## src/hdl/cache_pkg.sv

```systemverilog
package cache_pkg;

    // address split: tag | index | byte offset
    typedef logic [19:0]  tag_t;
    typedef logic [6:0]   index_t;
    typedef logic [4:0]   offset_t;
    typedef logic [2:0]   word_sel_t;
    typedef logic [31:0]  word_t;
    typedef logic [255:0] line_t;
    typedef logic [31:0]  line_strb_t;
    typedef logic [0:0]   way_t;
    typedef logic [31:0]  addr_t;

    // words per refill burst
    localparam int LINE_BEATS = 8;

    // transfer type for a whole line, read and write channel alike
    localparam logic [2:0] MEM_TYPE_LINE = 3'b100;

    localparam logic OP_READ  = 1'b0;
    localparam logic OP_WRITE = 1'b1;

    typedef enum logic [2:0] {
        ST_IDLE,
        ST_LOOKUP,
        ST_MISS,
        ST_REPLACE,
        ST_REFILL
    } cache_state_t;

endpackage

```

## src/hdl/cache_req_if.sv

```systemverilog
`timescale 1ns/1ps

// request as latched on the accepting edge
interface cache_req_if import cache_pkg::*; ();
    logic       op;
    tag_t       tag;
    index_t     index;
    word_sel_t  word_sel;
    word_t      wdata;
    line_strb_t line_wstrb;
    line_t      line_wdata;

    modport source (output op, tag, index, word_sel, wdata, line_wstrb, line_wdata);

    modport sink (input op, tag, index, word_sel, wdata, line_wstrb, line_wdata);

endinterface

```

## src/hdl/cache_request_stage.sv

```systemverilog
`timescale 1ns/1ps

module cache_request_stage import cache_pkg::*; (
    input  logic             clk,
    input  logic             resetn,
    input  logic             valid,
    input  logic             op,
    input  tag_t             tag,
    input  index_t           index,
    input  offset_t          offset,
    input  logic [3:0]       wstrb,
    input  word_t            wdata,
    input  logic             accept,
    cache_req_if.source      req
);

    always_ff @(posedge clk) begin
        if (!resetn) begin
            req.op         <= OP_READ;
            req.line_wstrb <= '0;
        end else if (valid && accept) begin
            req.op <= op;
            // reads carry no strobe, so the refill merge leaves the line untouched
            req.line_wstrb <= (op == OP_WRITE) ?
                              (line_strb_t'(wstrb) << {offset[4:2], 2'b00}) : '0;
        end
    end

    always_ff @(posedge clk) begin
        if (valid && accept) begin
            req.tag      <= tag;
            req.index    <= index;
            req.word_sel <= offset[4:2];
            req.wdata    <= wdata;
        end
    end

    // store word moved to its position in the line
    assign req.line_wdata = line_t'(req.wdata) << {req.word_sel, 5'b00000};

endmodule

```

## src/flat_wrapper.sv

```systemverilog
// flat-port wrapper written by rule: the top's interface ports become plain ports
module cache_request_stage_flat import cache_pkg::*;
  (clk, resetn, valid, op, tag, index, offset, wstrb, wdata, accept, req_op, req_tag, req_index, req_word_sel, req_wdata, req_line_wstrb, req_line_wdata);
  cache_req_if req_i ();
  input  logic clk;
  input  logic resetn;
  input  logic valid;
  input  logic op;
  input  tag_t tag;
  input  index_t index;
  input  offset_t offset;
  input  logic [3:0] wstrb;
  input  word_t wdata;
  input  logic accept;
  output wire logic [$bits(req_i.op)-1:0] req_op;
  output wire logic [$bits(req_i.tag)-1:0] req_tag;
  output wire logic [$bits(req_i.index)-1:0] req_index;
  output wire logic [$bits(req_i.word_sel)-1:0] req_word_sel;
  output wire logic [$bits(req_i.wdata)-1:0] req_wdata;
  output wire logic [$bits(req_i.line_wstrb)-1:0] req_line_wstrb;
  output wire logic [$bits(req_i.line_wdata)-1:0] req_line_wdata;
  assign req_op = req_i.op;
  assign req_tag = req_i.tag;
  assign req_index = req_i.index;
  assign req_word_sel = req_i.word_sel;
  assign req_wdata = req_i.wdata;
  assign req_line_wstrb = req_i.line_wstrb;
  assign req_line_wdata = req_i.line_wdata;
  cache_request_stage u_core (.clk(clk), .resetn(resetn), .valid(valid), .op(op), .tag(tag), .index(index), .offset(offset), .wstrb(wstrb), .wdata(wdata), .accept(accept), .req(req_i));
endmodule
```

## config.mk

```make
export PLATFORM = sky130hd
export DESIGN_NAME = cache_request_stage_flat
export DESIGN_NICKNAME = d
export VERILOG_FILES = /design/src/hdl/cache_pkg.sv /design/src/hdl/cache_req_if.sv /design/src/hdl/cache_request_stage.sv /design/src/flat_wrapper.sv
export SDC_FILE = /design/constraint.sdc
export NUM_CORES = 1
export LEC_CHECK = 0
export BUFFER_PORTS_ARGS = -buffer_cell sky130_fd_sc_hd__buf_4
export CAP_MARGIN = 40
export CORE_AREA = 5 5 162 164
export CTS_CLUSTER_DIAMETER = 50
export DETAILED_ROUTE_END_ITERATION = 12
export DIE_AREA = 0 0 167 169
export SLEW_MARGIN = 25
export SYNTH_ARGS = -nofsm -noshare
export SYNTH_HDL_FRONTEND = slang
export SYNTH_SLANG_ARGS = --single-unit
```

## constraint.sdc

```tcl
create_clock -name clk -period 2.45 [get_ports clk]
set_input_delay 0 -clock clk [delete_from_list [all_inputs] [get_ports clk]]
set_output_delay 0 -clock clk [all_outputs]
set_load 0.1 [all_outputs]
```

==> flow_metrics.env <==
export IMPL_path_depth=4
export IMPL_fin_setup_tns_ns=0
export IMPL_hold_slack_ns=0.0412
export IMPL_die_y_um=169
export IMPL_grt_pass1_vias=5287
export IMPL_ir_drop_v=0.000354
export IMPL_vias=5058
export IMPL_arrival_ns=2.18
export IMPL_clkLatencyLatePin_ns=0.35
export IMPL_final_nets=989
export IMPL_ios=424
export IMPL_syn_inst=440
export IMPL_gp_congestion=0.744
export IMPL_grt_max_degree=46
export IMPL_place_area_um2=8420
export IMPL_worstSetupStartpointType="register"
export IMPL_slew_headroom=0.494
export IMPL_drt_iter0_drc=153
export IMPL_fmax_ghz=0.458
export IMPL_cp_slowest_cell="and3b_2"
export IMPL_grt_overflow_total=0
export IMPL_reg2reg_depth=2
export IMPL_dr_pass1_iters=4
export IMPL_post_route_min_period_ns=2.18
export IMPL_final_hold_violation_count=0
export IMPL_cts_tree="built"
export IMPL_ctsLongestPathBuffers=2
export IMPL_combPwrFrac=0.415
export IMPL_yosysTopAreaCell="edfxtp_1"
export IMPL_worstMarginPinSlew_ns=0.755
export IMPL_pwr_share_seq=0.336
export IMPL_fp_dieArea_um2=28200
export IMPL_ys_types=21
export IMPL_core_area_um2=24700
export IMPL_hpwl_um=16700
export IMPL_skew_ns=0
export IMPL_synth_area_leaders="edfxtp_1, and2_1, dfxtp_1"
export IMPL_antenna_found_initial=0
export IMPL_async_reset_ff_frac=0
export IMPL_critical_path_class="register to primary output"
export IMPL_cp_slowest_stage_delay_ns=0.62
export IMPL_avgSynthCellArea_um2=10.9
export IMPL_vias_per_cell=4.03
export IMPL_totalWireLength_um=22800
export IMPL_post_place_ws_ns=0.598
export IMPL_path_buf_inv=2
export IMPL_cp_cell_sequence="and3b_2, buf_12, and2_1, buf_4"
export IMPL_hold_depth=3
export IMPL_synth_nets=513
export IMPL_antenna_left=0
export IMPL_synth_top_family_by_area="simple AND/OR/NAND/NOR gates"
export IMPL_yosys_area_share_xor_xnor=0
export IMPL_outcome="complete, no violations"
export IMPL_setup_viol=0
export IMPL_worstReg2RegStart="u_core.req.op$_SDFFE_PN0P_"
export IMPL_finish_instance_area_um2=9360
export IMPL_p_leak_nw=4.42
export IMPL_portBuffers=421
export IMPL_power_density_nw_per_um2=603
export IMPL_yosys_warnings=0
export IMPL_die_x_um=167
export IMPL_synth_compound_area_frac=0.0640
export IMPL_critPathMaxFanout=17
export IMPL_ctsRootBufferMaster="clkbuf_16"
export IMPL_wire_per_inst_um=18.1
export IMPL_cts_setup_buffers=0
export IMPL_cts_buffers=9
export IMPL_synth_common_cells="and2_1, edfxtp_1, dfxtp_1"
export IMPL_syn_area_um2=4810
export IMPL_ys_flop_type="edfxtp_1"
export IMPL_synthMuxAreaShare=0
export IMPL_seq_area_frac_synth=0.525
export IMPL_drv_slew=0
export IMPL_synth_edff_count=62
export IMPL_hold_class="primary input to register"
export IMPL_ys_ff_latch=95
export IMPL_synth_top_area_frac=0.387
export IMPL_area_delta_synth_final_pct=94.8
export IMPL_p_int_mw=3.04
export IMPL_htree_levels=3
export IMPL_fin_ws_ns=0.267
export IMPL_cts_num_sinks=95
export IMPL_min_from="wstrb[0]"
export IMPL_drc=0
export IMPL_initial_core_util=0.194
export IMPL_maxCapViolCount=0
export IMPL_required_ns=2.45
export IMPL_synth_most_common_cell="and2_1"
export IMPL_p_sw_frac=0.462
export IMPL_period_share=0.891
export IMPL_critical_path_top_delay_family="simple AND/OR/NAND/NOR gates"
export IMPL_clkPwrFrac=0.249
export IMPL_grt_usage=0.150
export IMPL_grt_first_pass_wirelength_um=32800
export IMPL_p_sw_mw=2.61
export IMPL_grt_setup_unrepaired="no"
export IMPL_drive_above_1_share=0.523
export IMPL_rows=58
export IMPL_synthSimpleGateAreaFrac=0.379
export IMPL_synthAdderAreaFrac=0
export IMPL_path_clk_slew_ns=0.08
export IMPL_endpoint_kind="primary output"
export IMPL_startpoint="u_core.req.word_sel[0]$_DFFE_PP_"
==> logic make-up (layout without fill, tap and decap cells) <==
| kind of cell | Yosys count | in the layout |
|---|---|---|
| flip-flops | 95 | 95 |
| other | 0 | 3 |
| AO/OA/AOI/OAI | 35 | 35 |
| buffers and inverters | 32 | 513 |
| AND/OR/NAND/NOR | 278 | 278 |
==> stage by stage <==
step,power [mW],util,std cells
final,5.65,0.378,1254
after global placement,4.20,0.339,1171
after floorplan,3.63,-,440
after detailed placement,4.21,0.340,1172
after global routing,5.85,0.378,1251
after CTS,5.73,0.378,1251
==> worst reg2reg max path: stages (launching register included) <==
cell	delay [ns]
dfxtp_1	0.32
a21boi_0	0.12
o21a_1	0.16
==> layout make-up <==
class,instances,area [um^2]
multi-input cells,313,2160
repair buffers,497,3960
flip-flops and latches,95,2520
clock inverters,6,62.6
clock buffers,10,239
fillers,2475,15400
well taps,330,413
diodes,3,7.51
==> state kept, by name, summed over array words and instances, names as in the netlist <==
signal / flops
u_core.req.line_wstrb: 32
u_core.req.wdata: 32
u_core.req.tag: 20
u_core.req.index: 7
u_core.req.word_sel: 3
u_core.req.op: 1
==> power groups by stage <==
stage / Sequential, mW / Clock, mW / Combinational [mW]
4_1_cts: 1.90 / 1.47 / 2.35
3_5_place_dp: 1.94 / 0 / 2.27
5_1_grt: 1.92 / 1.53 / 2.40
3_3_place_gp: 1.94 / 0 / 2.26
2_1_floorplan: 2.41 / 0 / 1.22
6_report: 1.90 / 1.41 / 2.34
==> routing by layer <==
metal | global-route usage | vias up | routed length (um)
li1 | - | 2421 | -
met1 | 0.176 | 2364 | 9210
met2 | 0.268 | 251 | 11500
met3 | 0.0493 | 22 | 1730
met4 | 0.0349 | 0 | 329
met5 | 0 | - | 0
==> cell usage in the layout, fill, tap and decap left out, types with 3 or more instances in the layout <==
| master | count |
|---|---|
| diode_2 | 3 |
| nor3b_4 | 3 |
| nand4_1 | 5 |
| and3b_2 | 3 |
| edfxtp_1 | 62 |
| o2bb2ai_1 | 31 |
| clkbuf_16 | 9 |
| dlygate4sd3_1 | 63 |
| buf_12 | 4 |
| and2_1 | 234 |
| and2_2 | 22 |
| buf_4 | 429 |
| clkinv_4 | 3 |
| nand4b_1 | 6 |
| dfxtp_1 | 33 |
==> worst paths after layout <==
| path | slack [ns] | to |
|---|---|---|
| worst max-delay path | 0.27 | req_line_wdata[209] |
| worst min-delay path | 0.04 | u_core.req.line_wstrb[12]$_SDFFE_PN0P_ |
| worst max register to register | 1.74 | u_core.req.op$_SDFFE_PN0P_ |
| worst min register to register | 0.47 | u_core.req.line_wstrb[15]$_SDFFE_PN0P_ |
==> repair_timing <==
| item | 4_1_cts | 5_1_grt |
|---|---|---|
| hold buffers | 63 | 0 |
| gates resized for setup | 0 | 0 |
| endpoints found under the hold margin | 63 | 0 |
(Power assumes the default switching activity.)
