**src/hdl/cache_pkg.sv**
```systemverilog
package cache_pkg;

    // address split: tag | index | byte offset
    typedef logic [19:0]  tag_t;
    typedef logic [6:0]   index_t;
    typedef logic [4:0]   offset_t;
    typedef logic [2:0]   word_sel_t;
    typedef logic [31:0]  word_t;
    typedef logic [255:0] line_t;
    typedef logic [31:0]  line_strb_t;
    typedef logic [0:0]   way_t;
    typedef logic [31:0]  addr_t;

    // words per refill burst
    localparam int LINE_BEATS = 8;

    // transfer type for a whole line, read and write channel alike
    localparam logic [2:0] MEM_TYPE_LINE = 3'b100;

    localparam logic OP_READ  = 1'b0;
    localparam logic OP_WRITE = 1'b1;

    typedef enum logic [2:0] {
        ST_IDLE,
        ST_LOOKUP,
        ST_MISS,
        ST_REPLACE,
        ST_REFILL
    } cache_state_t;

endpackage

```
**src/hdl/cache_req_if.sv**
```systemverilog
`timescale 1ns/1ps

// request as latched on the accepting edge
interface cache_req_if import cache_pkg::*; ();
    logic       op;
    tag_t       tag;
    index_t     index;
    word_sel_t  word_sel;
    word_t      wdata;
    line_strb_t line_wstrb;
    line_t      line_wdata;

    modport source (output op, tag, index, word_sel, wdata, line_wstrb, line_wdata);

    modport sink (input op, tag, index, word_sel, wdata, line_wstrb, line_wdata);

endinterface

```
**src/hdl/cache_fill_if.sv**
```systemverilog
`timescale 1ns/1ps

// victim writeback and line refill between controller, arrays and memory port
interface cache_fill_if import cache_pkg::*; ();
    logic  idle;
    logic  replace;
    logic  refill;
    tag_t  victim_tag;
    line_t victim_line;
    logic  victim_dirty;
    line_t fill_line;
    logic  fill_done;

    modport ctrl (output idle, replace, refill, input victim_dirty, fill_done);

    modport arrays (input idle, refill, fill_line, fill_done,
                    output victim_tag, victim_line, victim_dirty);

    modport mem (input replace, refill, victim_tag, victim_line,
                 output fill_line, fill_done);

endinterface

```
**src/hdl/cache_controller.sv**
```systemverilog
`timescale 1ns/1ps

module cache_controller import cache_pkg::*; (
    input  logic       clk,
    input  logic       resetn,
    input  logic       valid,
    cache_req_if.sink  req,
    cache_fill_if.ctrl fill,
    input  logic       hit,
    input  logic       wr_rdy,
    output logic       accept,
    output logic       lookup_active,
    output way_t       victim_way,
    output logic       data_ok
);
    cache_state_t state;
    cache_state_t state_next;
    way_t         victim_ptr;
    logic         read_hit;

    assign read_hit = (state == ST_LOOKUP) && hit && (req.op == OP_READ);
    // combinational from valid and state, doubles as addr_ok
    assign accept   = valid && ((state == ST_IDLE) || read_hit);

    // writes answer in lookup whether they hit or not
    assign data_ok = ((state == ST_LOOKUP) && (hit || req.op == OP_WRITE))
                  || (fill.fill_done && req.op == OP_READ);

    always_comb begin
        state_next = state;
        case (state)
            ST_IDLE: begin
                if (accept) begin
                    state_next = ST_LOOKUP;
                end
            end
            ST_LOOKUP: begin
                if (!hit) begin
                    state_next = ST_MISS;
                end else if (!accept) begin
                    state_next = ST_IDLE;
                end
            end
            ST_MISS: begin
                // a dirty victim waits for the write channel
                if (!fill.victim_dirty) begin
                    state_next = ST_REFILL;
                end else if (wr_rdy) begin
                    state_next = ST_REPLACE;
                end
            end
            ST_REPLACE: state_next = ST_REFILL;
            ST_REFILL: begin
                if (fill.fill_done) begin
                    state_next = ST_IDLE;
                end
            end
            default: state_next = ST_IDLE;
        endcase
    end

    always_ff @(posedge clk) begin
        if (!resetn) begin
            state      <= ST_IDLE;
            victim_ptr <= '0;
        end else begin
            state <= state_next;
            if (fill.fill_done) begin
                victim_ptr <= victim_ptr + 1'b1;
            end
        end
    end

    assign fill.idle     = (state == ST_IDLE);
    assign fill.replace  = (state == ST_REPLACE);
    assign fill.refill   = (state == ST_REFILL);
    assign lookup_active = (state == ST_LOOKUP);
    assign victim_way    = victim_ptr;

endmodule

```
**src/flat_wrapper.sv**
```systemverilog
// flat-port wrapper written by rule: the top's interface ports become plain ports
module cache_controller_flat import cache_pkg::*;
  (clk, resetn, valid, hit, wr_rdy, accept, lookup_active, victim_way, data_ok, req_op, req_tag, req_index, req_word_sel, req_wdata, req_line_wstrb, req_line_wdata, fill_idle, fill_replace, fill_refill, fill_victim_dirty, fill_fill_done);
  cache_req_if req_i ();
  cache_fill_if fill_i ();
  input  logic clk;
  input  logic resetn;
  input  logic valid;
  input  logic hit;
  input  logic wr_rdy;
  output logic accept;
  output logic lookup_active;
  output way_t victim_way;
  output logic data_ok;
  input wire logic [$bits(req_i.op)-1:0] req_op;
  input wire logic [$bits(req_i.tag)-1:0] req_tag;
  input wire logic [$bits(req_i.index)-1:0] req_index;
  input wire logic [$bits(req_i.word_sel)-1:0] req_word_sel;
  input wire logic [$bits(req_i.wdata)-1:0] req_wdata;
  input wire logic [$bits(req_i.line_wstrb)-1:0] req_line_wstrb;
  input wire logic [$bits(req_i.line_wdata)-1:0] req_line_wdata;
  output wire logic [$bits(fill_i.idle)-1:0] fill_idle;
  output wire logic [$bits(fill_i.replace)-1:0] fill_replace;
  output wire logic [$bits(fill_i.refill)-1:0] fill_refill;
  input wire logic [$bits(fill_i.victim_dirty)-1:0] fill_victim_dirty;
  input wire logic [$bits(fill_i.fill_done)-1:0] fill_fill_done;
  assign req_i.op = req_op;
  assign req_i.tag = req_tag;
  assign req_i.index = req_index;
  assign req_i.word_sel = req_word_sel;
  assign req_i.wdata = req_wdata;
  assign req_i.line_wstrb = req_line_wstrb;
  assign req_i.line_wdata = req_line_wdata;
  assign fill_idle = fill_i.idle;
  assign fill_replace = fill_i.replace;
  assign fill_refill = fill_i.refill;
  assign fill_i.victim_dirty = fill_victim_dirty;
  assign fill_i.fill_done = fill_fill_done;
  cache_controller u_core (.clk(clk), .resetn(resetn), .valid(valid), .req(req_i), .fill(fill_i), .hit(hit), .wr_rdy(wr_rdy), .accept(accept), .lookup_active(lookup_active), .victim_way(victim_way), .data_ok(data_ok));
endmodule
```
**config.mk**
```make
export PLATFORM = sky130hd
export DESIGN_NAME = cache_controller_flat
export DESIGN_NICKNAME = d
export VERILOG_FILES = /design/src/hdl/cache_pkg.sv /design/src/hdl/cache_req_if.sv /design/src/hdl/cache_fill_if.sv /design/src/hdl/cache_controller.sv /design/src/flat_wrapper.sv
export SDC_FILE = /design/constraint.sdc
export NUM_CORES = 1
export LEC_CHECK = 0
export BUFFER_PORTS_ARGS = -buffer_cell sky130_fd_sc_hd__buf_2
export CAP_MARGIN = 20
export CORE_AREA = 2 2 140 142
export DETAILED_ROUTE_END_ITERATION = 7
export DIE_AREA = 0 0 142 144
export SYNTH_ARGS = -nofsm -noshare
export SYNTH_HDL_FRONTEND = slang
export SYNTH_SLANG_ARGS = --single-unit
export TNS_END_PERCENT = 100
```
**constraint.sdc**
```tcl
create_clock -name clk -period 1.25 [get_ports clk]
set_input_delay 0.25 -clock clk [delete_from_list [all_inputs] [get_ports clk]]
set_output_delay 0.25 -clock clk [all_outputs]
set_load 0.02 [all_outputs]
```
==> results.toml, run 1 <==
[timing]
setup_viol = 6
worstMarginPinSlew_ns = 0.3448
fin_crit_sh_pct = 117.4
hold_violations = 0
grt_setup_unrepaired = "yes"
normalized_max_slew_margin_pct = 76.72
maxSlewViolCount = 0
post-route-worst-setup-slack_ns = -0.2171
clock_skew_ns = 0.001877
max_freq_ghz = 0.6816
period_minus_slack_ns = 1.467

[synth]
synth-compound-area-share_pct = 21.33
yosys.area_share.adder_pct = 0
syn_nets = 391
yosysWarningCount = 0
synth.cell_area_um2 = 281.5
syn_inst = 33
syn_area_cell_um2 = 8.531
synth_xor_area_share_pct = 3.111
simple_gate_portion_of_the_synthesized_area_pct = 40.00
synth_seq_area_share_pct = 28.44
netlist-cell-type-count = 21
synth_top_family_by_area = "simple AND/OR/NAND/NOR gates"
synth-seq-cells = 4
yosys-mux-area-fraction_pct = 0

[critical_path]
cpMaxStageDelayCell = "sky130_fd_sc_hd__dfxtp_2"
timing.critical_path.from_type = "register"
cp_top_family = "simple AND/OR/NAND/NOR gates"
crit_path_cell_trace = "nor3b_4 -> and3b_2 -> o21a_4 -> buf_6"
cp_data_required_time_ns = 1.00
criticalPathCategory = "register to output port"
crit_fanout = 2
critical_path_end_type = "output port"
critical_path_arrival_ns = 1.22
setup.worst_path.start = "u_core.state[2]"
critical_path.n_buffers_inverters = 1
critical_path.reg2reg.startpoint = "u_core.state[2]"
cp_slowest_stage_delay_ns = 0.33

[layout]
drive_above_1_share_pct = 68.97
highest_count_cells_in_the_layout_ignoring_fill_and_taps = "sky130_fd_sc_hd__buf_6, sky130_fd_sc_hd__buf_2, sky130_fd_sc_hd__buf_4"
postLayoutCellArea_um2 = 895.9
antenna_cells_inserted = 0
final_common_cell = "sky130_fd_sc_hd__buf_6"
layout-area-overhead-vs-synth_pct = 218.2
final_nets = 418

[route]
detailedRoute.firstPassIterationCount = 4
drt.antenna.violating_nets = 0
routed_wirelength_mm = 1.115
routed_via_density = 1.230
post_drt_wl_per_cell_um = 3.767
post-route-drc-count = 0
routed-via-count = 364
initialDrtViolationCount = 14

[global_route]
grt_overflow = 0
grt_first_pass_wirelength_mm = 1.711
first_global_vias = 377
antenna_found_initial = 0
track_usage_pct = 1.094
pin_count_of_the_biggest_net_entering_global_routing = 9

[placed_design]
dpl_worst_slack_ns = -0.02132
dp.final_hpwl_um = 687.8
io_buffers = 14
gp_routability_congestion = 0.6698
placed_area_um2 = 689.4

[cts]
worst_skew_pair.late_latency_ns = 0.22
ctsLongestPathBuffers = 2
total_clock_buffers_created_by_cts = 3
cts_num_sinks = 4
ctsHoldBuffers = 0
clockRootBuffer = "sky130_fd_sc_hd__clkbuf_16"
htreeDepth = 1
cts_tree = "built"
clk_transition_reported_paths_ns = 0.03

[pwr]
leakage_nw = 0.2670
vdd_ir_drop_max_uv = 563.3
power.density_cell_area_nw_per_um2 = 1017
pnr_total_power_mw = 0.9107

[worst_hold_path]
hold_path_class = "input port to register"
hold_path_startpoint = "resetn"

[die]
die_width_um = 142
io-pin-count = 365
die-area_um2 = 20450
fp.dieH_um = 144
placement_rows = 51
placeableCoreArea_um2 = 19080
initial_core_util_pct = 1.476

[run_status]
violated_checks = "setup timing"
status = "complete, but fails checks"

[run]
maxCapViolCount = 0
-- kinds of logic (layout without fill, tap and decap cells) --
logic type | after synthesis | after routing
xor+xnor | 1 | 1
buf+inv | 4 | 29
flops | 4 | 4
simple gates | 15 | 15
compound gates | 9 | 9
-- cell usage after synthesis --
cell type	count	share of area [%]
sky130_fd_sc_hd__and3b_2	1	3.6
sky130_fd_sc_hd__inv_1	2	2.7
sky130_fd_sc_hd__nor2b_1	1	2.2
sky130_fd_sc_hd__nor3_1	2	3.6
sky130_fd_sc_hd__a21oi_1	1	1.8
sky130_fd_sc_hd__o21a_1	2	5.3
sky130_fd_sc_hd__dfxtp_1	4	28
sky130_fd_sc_hd__nand2_1	1	1.3
sky130_fd_sc_hd__and2b_2	1	3.1
sky130_fd_sc_hd__buf_4	1	2.7
sky130_fd_sc_hd__buf_2	1	1.8
sky130_fd_sc_hd__nand4b_1	1	3.1
sky130_fd_sc_hd__xor2_1	1	3.1
sky130_fd_sc_hd__nor2_1	1	1.3
sky130_fd_sc_hd__o41ai_1	1	3.1
sky130_fd_sc_hd__a211oi_1	1	2.7
sky130_fd_sc_hd__o21ai_0	3	5.3
sky130_fd_sc_hd__a2111oi_0	1	3.1
sky130_fd_sc_hd__nor3b_1	4	11
sky130_fd_sc_hd__nor3b_4	1	6.7
sky130_fd_sc_hd__and2_1	2	4.4
-- metal layers --
| metal | track usage, % | share of wire [%] | wire length, µm | up-vias |
|---|---|---|---|---|
| met5 | 0 | 0 | 0 | - |
| li1 | - | - | - | 170 |
| met3 | 0.2980 | 6.2 | 69 | 0 |
| met4 | 0.7895 | 0 | 0 | 0 |
| met2 | 1.932 | 54 | 604 | 18 |
| met1 | 1.118 | 39 | 440 | 176 |
-- per-stage QoR --
step	instances	util, %	hold WS (ns)	setup TNS, ns
finish	296	4.695	0.2871	-0.7918
global route	296	4.695	0.3108	-1.087
CTS	293	4.453	0.2801	-0.6012
detailed placement	287	3.613	0.5049	-0.02132
global placement	287	3.613	0.5053	-0.02408
floorplan	33	-	0.3677	-0.1713
-- state kept, by name, indices dropped and copies added, names as in the netlist --
register,flops
u_core.victim_way,1
u_core.state,3
-- report_power, final --
group / total, mW / switching (mW) / leakage (nW) / internal (mW)
clock network: 0.503 / 0.0942 / 0.0370 / 0.409
registers: 0.150 / 0.00930 / 0.0341 / 0.141
logic: 0.257 / 0.117 / 0.196 / 0.140
total: 0.911 / 0.221 / 0.267 / 0.690
-- worst paths after layout --
path | endpoint | slack, ns | cells past startpoint
worst min register to register | u_core.victim_way | 0.60 | 2
worst max-delay path | accept | -0.22 | 4
worst min-delay path | u_core.victim_way | 0.29 | 2
worst max register to register | u_core.state[0] | 0.04 | 5
-- area by class of cell --
type                       count  area (µm²)
fill                        2227       18180
tap                          238       297.8
multi-input combinational     25       237.7
timing repair buffer          24       193.9
sequential                     4       83.83
clock buffer                   3       75.07
inverter                       2       7.507
-- what timing repair did --
| item | in CTS | in global routing |
|---|---|---|
| endpoints found under the setup margin | 6 | 7 |
| hold endpoints to repair | 0 | 0 |
| buffers inserted | 3 | 3 |
| gates resized for setup | 19 | 5 |
| pin swaps | 4 | 4 |
(Power assumes the default switching activity.)
==> run 2: changes to the inputs <==
--- a/config.mk
+++ b/config.mk
@@ -10,6 +10,7 @@
 export CORE_AREA = 2 2 140 142
 export DETAILED_ROUTE_END_ITERATION = 7
 export DIE_AREA = 0 0 142 144
+export MAX_ROUTING_LAYER = met4
 export SYNTH_ARGS = -nofsm -noshare
 export SYNTH_HDL_FRONTEND = slang
 export SYNTH_SLANG_ARGS = --single-unit
==> constraint.sdc (replaced) <==
create_clock -name clk -period 1.56 [get_ports clk]
set_input_delay 0.312 -clock clk [delete_from_list [all_inputs] [get_ports clk]]
set_output_delay 0.312 -clock clk [all_outputs]
set_load 0.02 [all_outputs]
==> run 2 against run 1 <==
Net effect:
- the run still ends with setup timing left
- critical endpoint unchanged
- sequential cell count did not move
- combinational power fell by 47%
- utilization shrank 0.68 points
- register-to-register slack better by 0.37 ns
- count of clock-buffer cells in the layout unchanged
- final cell count decreased by 1.7%
- highest routed layer unchanged
- sequential share of layout area is 1.8 points higher
- clock power down 21%
- setup slack improved by 0.21 ns
- critical path depth did not move
==> results.toml, run 2 (synthesis gave the netlist of run 1 again) <==
[run_status]
status = "complete, but fails checks"
violated_checks = "setup timing"

[layout]
drive_above_1_share_pct = 52.83
highest_count_cells_in_the_layout_ignoring_fill_and_taps = "sky130_fd_sc_hd__buf_2, sky130_fd_sc_hd__buf_4, sky130_fd_sc_hd__nor3b_1"
finalNonFillerCells = 291
largest_register_ffs = 3
antenna_cells_inserted = 0
final_nets = 413
final_common_cell = "sky130_fd_sc_hd__buf_2"
layout-area-overhead-vs-synth_pct = 172.0
largest_register = "u_core.state"

[critical_path]
crit_fanout = 4
regToRegEndpoint = "u_core.state[0]"
criticalPathCategory = "register to output port"
critical_path_end_type = "output port"
cp_data_required_time_ns = 1.25
regToRegSetupSlack_ns = 0.41
setup.worst_path.start = "u_core.state[2]"
cp_slowest_stage_delay_ns = 0.35
reg2reg_depth = 4
critical_path_arrival_ns = 1.25
critical_path.reg2reg.startpoint = "u_core.state[2]"
cpMaxStageDelayCell = "sky130_fd_sc_hd__dfxtp_4"
crit_path_cell_trace = "nor3b_4 -> and3b_2 -> o21a_1 -> buf_6"
timing.critical_path.from_type = "register"

[global_route]
pin_count_of_the_biggest_net_entering_global_routing = 9
grt_overflow = 0
track_usage_pct = 0.9807
grt_use_met2_pct = 1.602
grt_first_pass_wirelength_mm = 1.407
antenna_found_initial = 0
m1_gr_usage_pct = 1.057
gr-max-usage-layer = "met2"
global_route.usage.met3_pct = 0.4636
first_global_vias = 284

[timing]
fin_worst_hold_slack_ns = 0.3326
normalized_max_slew_margin_pct = 73.95
hold_violations = 0
clock_skew_ns = 0.002026
maxSlewViolCount = 0
fin_tns_setup_ns = -0.002848
grt_setup_unrepaired = "yes"
worstMarginPinSlew_ns = 0.3809
period_minus_slack_ns = 1.563
post-route-worst-setup-slack_ns = -0.002848
max_freq_ghz = 0.6399
fin_crit_sh_pct = 100.2
setup_viol = 1

[route]
routed_via_density = 1.072
post_drt_wl_per_cell_um = 3.199
routed_wirelength_um = 931
routed-via-count = 312
drt.antenna.violating_nets = 0
post-route-drc-count = 0
initialDrtViolationCount = 2
detailedRoute.firstPassIterationCount = 3

[cts]
total_clock_buffers_created_by_cts = 3
clk_transition_reported_paths_ns = 0.03
cts_num_sinks = 4
htreeDepth = 1
clockRootBuffer = "sky130_fd_sc_hd__clkbuf_16"
cts_tree = "built"
ctsLongestPathBuffers = 2
worst_skew_pair.late_latency_ns = 0.22

[placed_design]
gp_routability_congestion = 0.6852
number_of_cells_in_the_design_after_placement = 286
io_buffers = 14
dp.final_hpwl_um = 795.6
dpl_worst_slack_ns = 0.1801

[pwr]
power.density_cell_area_nw_per_um2 = 847.5
vdd_ir_drop_max_uv = 799.7
leakage_nw = 0.2201
pnr_total_power_mw = 0.6490

[worst_hold_path]
hold_path_class = "input port to register"
holdPathStages = 2
holdPathEnd = "u_core.victim_way"
hold_path_startpoint = "resetn"

[die]
die_width_um = 142
io-pin-count = 365
die-area_um2 = 20450
placeableCoreArea_um2 = 19080
placement_rows = 51
initial_core_util_pct = 1.476
fp.dieH_um = 144

[run]
maxCapViolCount = 0
## run 2: critical path: cells and delay by family (launching register included)
kind | cells | cell delay [ns]
AOI/OAI and AO/OA | 1 | 0.12
buffers and inverters | 1 | 0.11
DFF | 1 | 0.35
and+or+nand+nor | 2 | 0.45
## run 2: layout make-up
| cell class | instances | area (µm²) |
|---|---|---|
| fillers | 2230 | 18310 |
| well taps | 238 | 297.8 |
| multi-input cells | 25 | 186.4 |
| repair buffers | 19 | 113.9 |
| flip-flops and latches | 4 | 85.08 |
| clock buffers | 3 | 75.07 |
| inverters | 2 | 7.507 |
## run 2: worst max-delay path by stage
stage / to
floorplan: accept
finish: accept
global placement: accept
CTS: accept
global route: accept
detailed placement: accept
## run 2: repair_timing
| action | in CTS | in global routing |
|---|---|---|
| hold buffers | 0 | 0 |
| endpoints found under the setup margin | 2 | 2 |
| setup buffers | 2 | 0 |
| pin swaps | 2 | 0 |
| resized for setup | 5 | 0 |
| gates cloned | 0 | 0 |
## run 2: power breakdown
group          total (mW)  switching (mW)  internal [mW]  leakage [nW]
clock               0.395          0.0678          0.327        0.0370
sequential          0.118         0.00716          0.111        0.0341
combinational       0.136          0.0715         0.0646         0.149
## run 2: through the flow
stage	instance area [µm²]	utilization [%]
floorplan	286.5	-
global placement	664.4	3.482
detailed placement	664.4	3.482
CTS	765.7	4.013
global route	765.7	4.013
finish	765.7	4.013
## run 2: routing by layer
layer | up-vias | wire length [µm]
met5 | - | 0
li1 | 160 | -
met1 | 138 | 407
met2 | 14 | 448
met3 | 0 | 76
met4 | 0 | 0
==> run 3: changes to the inputs <==
--- a/config.mk
+++ b/config.mk
@@ -10,7 +10,6 @@
 export CORE_AREA = 2 2 140 142
 export DETAILED_ROUTE_END_ITERATION = 7
 export DIE_AREA = 0 0 142 144
-export MAX_ROUTING_LAYER = met4
 export SYNTH_ARGS = -nofsm -noshare
 export SYNTH_HDL_FRONTEND = slang
 export SYNTH_SLANG_ARGS = --single-unit
==> constraint.sdc (replaced) <==
create_clock -name clk -period 1.6 [get_ports clk]
set_input_delay 0 -clock clk [delete_from_list [all_inputs] [get_ports clk]]
set_output_delay 0 -clock clk [all_outputs]
set_load 0.02 [all_outputs]
==> run 3 against run 2 <==
Net effect:
- the run now ends clean
- hold slack lost 0.31 ns
- die area is the same
- clock power shrank 2%
- routed wire length grew 17%
- non-clock buffer count shrank 5
- first-iteration DRC count grew 100%
- final cell count shrank 1.7%
- via count shrank 7.4%
- utilization shrank 0.28 points
- largest power group unchanged
- sequential cell count is the same
==> results.toml, run 3 (synthesis gave the netlist of run 1 again) <==
[cts]
clk_transition_reported_paths_ns = 0.03
htreeDepth = 1
cts_num_sinks = 4
worst_skew_pair.late_latency_ns = 0.22
clockRootBuffer = "sky130_fd_sc_hd__clkbuf_16"
cts_resized = 0
total_clock_buffers_created_by_cts = 3
ctsHoldBuffers = 0
cts_tree = "built"
number_of_buffers_added_for_setup_after_cts = 0
ctsLongestPathBuffers = 2

[critical_path]
critical_path_end_type = "output port"
criticalPathCategory = "register to output port"
critical_path_arrival_ns = 1.47
cp_data_required_time_ns = 1.60
timing.critical_path.from_type = "register"
regToRegSetupSlack_ns = 0.38
crit_fanout = 9

[global_route]
first_global_vias = 280
pin_count_of_the_biggest_net_entering_global_routing = 11
grt_first_pass_wirelength_mm = 1.614
grt_overflow = 0
track_usage_pct = 1.129
gr-max-usage-layer = "met2"
global_route.usage.met3_pct = 0.3974
grt_use_met2_pct = 1.729
m1_gr_usage_pct = 1.496
antenna_found_initial = 0

[layout]
antenna_cells_inserted = 0
largest_register_ffs = 3
highest_count_cells_in_the_layout_ignoring_fill_and_taps = "sky130_fd_sc_hd__buf_2, sky130_fd_sc_hd__nor3b_1, sky130_fd_sc_hd__dfxtp_1"
layout-area-overhead-vs-synth_pct = 152.9
final_nets = 408
final_common_cell = "sky130_fd_sc_hd__buf_2"
largest_register = "u_core.state"
drive_above_1_share_pct = 41.67

[placed_design]
io_buffers = 14
gp_routability_congestion = 0.6589
dp.final_hpwl_um = 935.3

[route]
post-route-drc-count = 0
initialDrtViolationCount = 4
post_drt_wl_per_cell_um = 3.804
drt.antenna.violating_nets = 0
detailedRoute.firstPassIterationCount = 3
routed-via-count = 289
routed_wirelength_mm = 1.088
routed_via_density = 1.010

[timing]
max_freq_ghz = 0.6792
worstMarginPinSlew_ns = 0.3742
period_minus_slack_ns = 1.472
normalized_max_slew_margin_pct = 74.41
fin_crit_sh_pct = 92.03
fin_tns_setup_ns = 0
grt_setup_unrepaired = "no"
maxSlewViolCount = 0
hold_violations = 0
clock_skew_ns = 0.001713
setup_viol = 0

[pwr]
internal_power_mw = 0.4742
seqPwrFrac_pct = 19.8
power_switching_mw = 0.1469
leakage_nw = 0.1895
power.density_cell_area_nw_per_um2 = 872.3
power.switching_fraction_pct = 23.65
pnr_total_power_mw = 0.6210
vdd_ir_drop_max_uv = 766.5
power.share.combinational_pct = 18.0
pwr-share-clk_pct = 62.2

[die]
placement_rows = 51
placeableCoreArea_um2 = 19080
die_width_um = 142
die-area_um2 = 20450
io-pin-count = 365
initial_core_util_pct = 1.476
fp.dieH_um = 144

[run]
maxCapViolCount = 0

[worst_hold_path]
hold_path_class = "input port to register"

[run_status]
status = "completed"
run 3: cell types whose count changed in the layout (fill, tap and decap cells not counted), sizes merged:
cell	previous run	this run
buf	19	14
run 3: power by group through the flow:
stage          combinational [mW]  clock, mW  sequential, mW
2_1_floorplan              0.0700          0           0.120
3_3_place_gp                0.119          0           0.124
3_5_place_dp                0.118          0           0.124
4_1_cts                     0.118      0.394           0.123
5_1_grt                     0.126      0.400           0.125
6_report                    0.112      0.386           0.123
run 3: final timing paths:
check                                        from                 to  depth (start not counted)
worst min register to register  u_core.victim_way  u_core.victim_way                          2
worst max register to register    u_core.state[2]    u_core.state[0]                          3
worst max-delay path              u_core.state[0]             accept                          4
worst min-delay path                       resetn    u_core.state[2]                          2
run 3: area by class of cell:
| cell class | count | area (µm²) |
|---|---|---|
| Clock buffer | 3 | 75.07 |
| Fill cell | 2233 | 18370 |
| Inverter | 2 | 7.507 |
| Multi-Input combinational cell | 25 | 181.4 |
| Sequential cell | 4 | 80.08 |
| Tap cell | 238 | 297.8 |
| Timing Repair Buffer | 14 | 70.07 |
run 3: metal layers:
metal | part of all wire, % | wire [µm] | vias to the layer above
met5 | 0 | 0 | -
met4 | 0 | 0 | 0
met3 | 5.5 | 60 | 0
met2 | 45 | 492 | 12
met1 | 49 | 535 | 127
li1 | - | - | 150
run 3: worst max-delay path, cell delays in order (launching register included):
cell and delay [ns]:
sky130_fd_sc_hd__dfxtp_1 0.45, sky130_fd_sc_hd__nor3b_4 0.27, sky130_fd_sc_hd__and3b_2 0.21, sky130_fd_sc_hd__o21a_1 0.13, sky130_fd_sc_hd__buf_2 0.19
run 3: per-stage QoR:
stage                     setup slack (ns)  cells  instance area, µm²  util [%]  hold WS [ns]
after floorplan                     0.2087     33               281.5         -        0.1177
after global placement              0.3345    283               636.9     3.338        0.2499
after global routing               0.03186    286               711.9     3.731       0.04141
after detailed placement            0.3457    283               636.9     3.338        0.2507
after CTS                           0.1030    286               711.9     3.731       0.02266
final                               0.1276    286               711.9     3.731       0.02197
